**src/hw/ft245_pkg.sv**
```systemverilog
// shared byte type, default fifo pointer width, phy sequencer state encoding
package ft245_pkg;

	// one data byte on the chip bus and in both fifos
	typedef logic [7:0] byte_t;

	// 9 bit pointers, 512 entries per fifo
	localparam int FIFO_AW_DEFAULT = 9;

	// phy sequencer states
	typedef enum logic [2:0] {
		// waiting for chip status, receive wins over transmit
		ST_IDLE     = 3'd0,
		// oe_n low, bus turnaround before rd_n
		ST_READ_OE  = 3'd1,
		// one byte per cycle while rd_n and rde_n are low
		ST_READ     = 3'd2,
		// transmit fifo pop in flight
		ST_TX_FETCH = 3'd3,
		// wr_n low, byte held on the bus until txe_n is low
		ST_WRITE    = 3'd4
	} phy_state_e;

endpackage

```
**src/hw/ft245_phy_ctrl.sv**
```systemverilog
// ft245 bus sequencer for receive and transmit bursts, chip strobes and fifo pulses
module ft245_phy_ctrl import ft245_pkg::*; (
	input  logic ftdi_clk,
	input  logic rst,
	// chip status
	input  logic ftdi_rde_n,
	input  logic ftdi_txe_n,
	input  logic ftdi_suspend_n,
	// chip strobes
	output logic ftdi_oe_n,
	output logic ftdi_rd_n,
	output logic ftdi_wr_n,
	// receive fifo
	output logic rx_wr,
	input  logic rx_almost_full,
	// transmit fifo
	output logic tx_rd,
	input  logic tx_empty
);
	phy_state_e state;

	logic rx_start;
	logic tx_start;
	logic rx_stop;
	logic tx_accept;

	// new bursts only while the chip is awake
	// receive needs room for the in-flight byte plus one
	assign rx_start = ~ftdi_rde_n & ftdi_suspend_n & ~rx_almost_full;
	assign tx_start = ~ftdi_txe_n & ftdi_suspend_n & ~tx_empty;

	// chip ran dry or fifo close to full
	assign rx_stop = ftdi_rde_n | rx_almost_full;

	// chip takes the bus byte at this edge
	assign tx_accept = ~ftdi_wr_n & ~ftdi_txe_n;

	// same condition the chip uses to retire a byte
	// so the fifo captures exactly what leaves the chip
	assign rx_wr = ~ftdi_rd_n & ~ftdi_rde_n;

	always_ff @(posedge ftdi_clk) begin
		if (rst) begin
			state     <= ST_IDLE;
			ftdi_oe_n <= 1'b1;
			ftdi_rd_n <= 1'b1;
			ftdi_wr_n <= 1'b1;
			tx_rd     <= 1'b0;
		end else begin
			// fifo pop is a single cycle pulse
			tx_rd <= 1'b0;

			case (state)
				ST_IDLE: begin
					ftdi_oe_n <= 1'b1;
					ftdi_rd_n <= 1'b1;
					ftdi_wr_n <= 1'b1;
					if (rx_start) begin
						// hand the bus to the chip
						ftdi_oe_n <= 1'b0;
						state     <= ST_READ_OE;
					end else if (tx_start) begin
						// first byte out of the transmit fifo
						tx_rd <= 1'b1;
						state <= ST_TX_FETCH;
					end
				end

				ST_READ_OE: begin
					// turnaround done, start pulling bytes
					ftdi_rd_n <= 1'b0;
					state     <= ST_READ;
				end

				ST_READ: begin
					if (rx_stop) begin
						// bus back to the bridge
						ftdi_oe_n <= 1'b1;
						ftdi_rd_n <= 1'b1;
						state     <= ST_IDLE;
					end
				end

				ST_TX_FETCH: begin
					// fifo output now holds the byte
					ftdi_wr_n <= 1'b0;
					state     <= ST_WRITE;
				end

				ST_WRITE: begin
					// txe_n high keeps wr_n and the byte in place
					if (tx_accept) begin
						ftdi_wr_n <= 1'b1;
						if (!tx_empty) begin
							tx_rd <= 1'b1;
							state <= ST_TX_FETCH;
						end else begin
							state <= ST_IDLE;
						end
					end
				end

				default: begin
					ftdi_oe_n <= 1'b1;
					ftdi_rd_n <= 1'b1;
					ftdi_wr_n <= 1'b1;
					state     <= ST_IDLE;
				end
			endcase
		end
	end

endmodule

```
**config.mk**
```make
export PLATFORM = sky130hd
export DESIGN_NAME = ft245_phy_ctrl
export DESIGN_NICKNAME = d
export VERILOG_FILES = /design/src/hw/ft245_pkg.sv /design/src/hw/ft245_phy_ctrl.sv
export SDC_FILE = /design/constraint.sdc
export NUM_CORES = 1
export LEC_CHECK = 0
export CORE_AREA = 2 2 39 41
export CTS_CLUSTER_DIAMETER = 100
export DETAILED_ROUTE_END_ITERATION = 6
export DIE_AREA = 0 0 41 43
export DONT_BUFFER_PORTS = 1
export PLACE_DENSITY = 0.44
export SYNTH_ARGS = -nofsm -noshare
export SYNTH_HDL_FRONTEND = slang
export SYNTH_SLANG_ARGS = --single-unit
export TNS_END_PERCENT = 50
```
**constraint.sdc**
```tcl
create_clock -name ftdi_clk -period 1.3 [get_ports ftdi_clk]
set_clock_uncertainty 0.2 [all_clocks]
set_input_delay 0.195 -clock ftdi_clk [delete_from_list [all_inputs] [get_ports ftdi_clk]]
set_output_delay 0.195 -clock ftdi_clk [all_outputs]
set_load 0.03 [all_outputs]
```
-- After elaboration in Yosys (flattened, before gate mapping)
Index checks and enable logic that the tools add are counted.
- eq/ne operators: 7
- multiplexer cells: 17
- bitwise logic cells: 16
- reductions and logical operators: 8
- operators by type and width (cell ; number):
    one-hot mux 3 bit (5 select lines) ; 1
    two-way mux 3 bit ; 4
    NOT 1 bit ; 9
    one-hot mux 1 bit (3 select lines) ; 3
    two-way mux 1 bit ; 7
    bitwise AND 1 bit ; 6
    == test 3 x 2 -> 1 bit (second input constant) ; 2
    AND reduction 2 bit ; 3
    inequality test 2 bit (second input constant) ; 2
    OR reduction 2 bit ; 2
    == test 3 x 1 -> 1 bit (second input constant) ; 1
    == test 3 bit (second input constant) ; 1
    logical NOT 3 bit ; 1
    inequality test 3 bit (second input constant) ; 1
    AND reduction 3 bit ; 1
    OR reduction 3 bit ; 1
    two-way mux 2 bit ; 1
    one-hot mux 1 bit (2 select lines) ; 1
    bitwise OR 1 bit ; 1
- register bits: 7
- bits of input ports: 7
- output and inout bits: 5
- word-level logic and storage cells: 53

-- Depth between registers and ports, before layout
- depth after elaboration: 6
- gate-level depth with buffers: 4
- gate-level depth less buffers: 3

-- Worst setup path after synthesis
No wires, ideal clock.
- path type: reg2reg
- from: register state[2]
- to: register state[1]
- arrival: 1127 ps
- required time: 1021 ps
- setup slack: -106 ps
- stages on the path, launching flop included: 5
- path buffers: 1
- period minus slack after synthesis: 1406 ps
- cells stage by stage: dfxtp_1 buf_6 or2_4 a211o_1 a211oi_2
- cells in the longest elaborated chain, start to end: 3
- ends and longest elaborated chain (item ; line ; source):
    from (decl) ; ft245_phy_ctrl.sv:20 ; phy_state_e state;
    from (signal assigned) ; ft245_phy_ctrl.sv:44 ; state <= ST_IDLE;
    from (signal assigned) ; ft245_phy_ctrl.sv:61 ; state <= ST_READ_OE;
    from (signal assigned) ; ft245_phy_ctrl.sv:65 ; state <= ST_TX_FETCH;
    == test 3 bit (tied with other cells) ; ft245_phy_ctrl.sv:53 ; case (state)
    inequality test 2 bit (no source line) or inequality test 3 bit (tied branches) ; - ;
    AND reduction 3 bit (no source line) ; - ;
Several ways; a longest one is shown, not always the timed one.
A chain may end at the register's enable or synchronous reset.

-- Final worst setup path
- from: register state[2]
- to: register ftdi_wr_n
- cells in the longest elaborated chain, start to end: 4
- ends and longest elaborated chain (item ; line ; source):
    branches (longest 4 deep; another with == test 3 x 2 -> 1 bit) ; - ;
    to (signal assigned) ; ft245_phy_ctrl.sv:47 ; ftdi_wr_n <= 1'b1;
    to (signal assigned) ; ft245_phy_ctrl.sv:57 ; ftdi_wr_n <= 1'b1;
    to (signal assigned) ; ft245_phy_ctrl.sv:86 ; ftdi_wr_n <= 1'b0;
    to (decl) ; ft245_phy_ctrl.sv:12 ; output logic ftdi_wr_n,
Several ways; the timed one is not identified.

==> results_dict.tcl <==
set metrics [dict create \
    period_needed_ns 1.320 \
    final_cell_area_sq_um 608.1 \
    die_w_um 41 \
    power.leakage_nw 0.2503 \
    grt_pass1_vias 407 \
    sw_frac_of_total_pct 39.20 \
    coreArea_sq_mm 0.001384 \
    overflow 0 \
    clkPwrFrac_pct 18.6 \
    rsz0062_at_grt "yes" \
    fmax_ghz 0.7579 \
    synth_area_leader_cell "dfxtp_1" \
    synth-seq-cells 7 \
    r2r_cells 3 \
    post_dp_cell_area_sq_um 519.2 \
    finalNetCount 75 \
    outcome "finished, violations left" \
    drcViolationCount 0 \
    synth.top_cells.by_count "8 x nor2_1, 7 x dfxtp_1, 5 x nor3b_1" \
    first_iter_violations 2 \
    antenna_cells 0 \
    dieArea_sq_mm 0.001763 \
    violations "setup timing" \
    rows 14 \
    drv_slew 0 \
    wl_per_cell_um 14.24 \
    routabilityCongestion 0.7661 \
    crit_required_ns 1.24 \
    cp-start-kind "flip-flop" \
    hold_class "input port to flip-flop" \
    yosysSeqAreaShare_pct 32.75 \
    setup_violations 2 \
    antenna_left 0 \
    synth_area_leaders "dfxtp_1 33%, nor3b_1 8.8%, nor2_1 7.0%" \
    yosysWarningCount 0 \
    ys_types 25 \
    postSynthAreaPerCell_sq_um 8.074 \
    first_pass_iters 4 \
    cp.arrival_ns 1.26 \
    setup_ws_ns -0.01951 \
    grt_pass1_wl_um 1773 \
    critPathMaxFanout 4 \
    final_util_pct 43.94 \
    cts-root-buf "clkbuf_4" \
    synthesis.nets 60 \
    viasPerCell 5.217 \
    die_h_um 43 \
    cap_violations 0 \
    grt_usage_pct 16.01 \
    synth_top_area_share_pct 32.75 \
    routed_wl_um 1182 \
    initial_core_util_pct 30.92 \
    dp_hpwl_um 914 \
    yosysMostFrequentCell "nor2_1" \
    ys.flop_type "dfxtp_1" \
    fin_crit_sh_pct 101.5 \
    n_fill_cell 148 \
    area.growth.synth_to_final_pct 42.11 \
    synth-edff-count 0 \
    cts_sinks 7 \
    fin_tns_setup_ns -0.03643 \
    htree_levels 1 \
    seqPwrFrac_pct 30.0 \
    grt_max_degree 9 \
    antenna_found_initial 0 \
    netlist_area_sq_um 427.9 \
    synth-async-reset-ratio_pct 0 \
    endpoint_kind "flip-flop" \
    synthCells 53 \
    relSlewSlack_pct 77.85 \
    hold_depth 2 \
    p_int_w 0.0006613 \
    portBuffers 0 \
    cts-buffers-inserted 3 \
    tightest_slew_ns 0.3315 \
    cts_hold_buffers 4 \
    insertion_delay_ns 0.25 \
    cts_tree "yes" \
    clock_tree.buffer_depth 2 \
    cellPowerDensity_mw_per_mm2 1789 \
    io_pins 12 \
    vias 433 \
    layout-drive-gt1-share_pct 34.33 \
    hold_viol_final 0 \
    clkTransAtPathRegs_ns 0.05 \
    p_comb_share_pct 51.5 \
    ir_drop_uv 553.8 \
    p_switching_w 0.0004265 \
    path_class "flip-flop to flip-flop" \
]
## power groups by stage
stage	registers (W)	clock network (W)	logic (W)
after global placement	0.000323	0	0.000532
after global routing	0.000335	0.000220	0.000612
after CTS	0.000323	0.000206	0.000554
final	0.000326	0.000202	0.000560
after floorplan	0.000358	0	0.000364
after detailed placement	0.000325	0	0.000537
## routing by layer
layer  share of wire (%)  up-vias  GRT usage, %
li1                    -      219             -
met4                 2.5        0         12.00
met5                   0        -             0
met2                  50       12         22.81
met3                 5.9        4         6.283
met1                  42      198         18.18
## layout by cell type (no fill, tap or decap), types with 2 or more instances in the layout
master / n
inv_1: 2
nor2_1: 7
o21ai_0: 3
nand2_1: 4
nor3b_1: 2
dlygate4sd3_1: 4
nor3b_2: 3
nor3_1: 3
o21bai_1: 3
dfxtp_1: 5
dfxtp_2: 2
clkbuf_4: 3
buf_4: 9
## state kept, by name, summed over array words and instances, names as in the netlist
name	count
ftdi_oe_n	1
ftdi_rd_n	1
ftdi_wr_n	1
state	3
tx_rd	1
## metrics by stage
stage	power (W)	setup WS (ns)	std cells	hold WS, ns
floorplan	0.0007216	-0.05349	53	0.06738
global placement	0.0008545	-0.04260	75	0.07255
detailed placement	0.0008617	-0.04661	75	0.07415
CTS	0.001083	-0.03096	83	-0.00007808
global route	0.001168	-0.06701	83	-0.002547
finish	0.001088	-0.01951	83	0.007541
## cell families after synthesis
kind of cell	count (synthesis)	share of synthesized area [%]
and+or+nand+nor	25	32.17
buffers and inverters	5	6.431
AOI/OAI and AO/OA	16	28.65
DFF	7	32.75
## what timing repair did
item                                   4_1_cts  5_1_grt
setup endpoints to repair                    3        7
endpoints found under the hold margin        7        1
setup buffers                                0        0
pin swaps                                    1        2
gates resized for setup                      2        4
## path summary, 6_finish.rpt
kind / from / endpoint / slack (ns)
hold / removal: ftdi_suspend_n / state[1]$_SDFFE_PP0P_ / 0.008
setup reg to reg: state[2]$_SDFFE_PP0P_ / ftdi_wr_n$_SDFFE_PP1P_ / -0.02
setup / recovery: state[2]$_SDFFE_PP0P_ / ftdi_wr_n$_SDFFE_PP1P_ / -0.02
hold reg to reg: ftdi_oe_n$_SDFFE_PP1P_ / ftdi_oe_n$_SDFFE_PP1P_ / 0.35
## critical path, stage by stage, from the launching register on
cell and delay, ns:
dfxtp_2 0.35, or3b_4 0.42, nor3b_2 0.17, o21ai_1 0.07
## layout make-up
cell class	instances	area, sq um	area share (%)
Inverter	2	7.507	1.235
Tap cell	16	20.02	3.292
Sequential cell	7	142.6	23.46
Clock buffer	4	26.28	4.321
Multi-Input combinational cell	41	304.0	50.00
Timing Repair Buffer	13	107.6	17.70
Note: power is estimated with default switching activity, not from simulation.
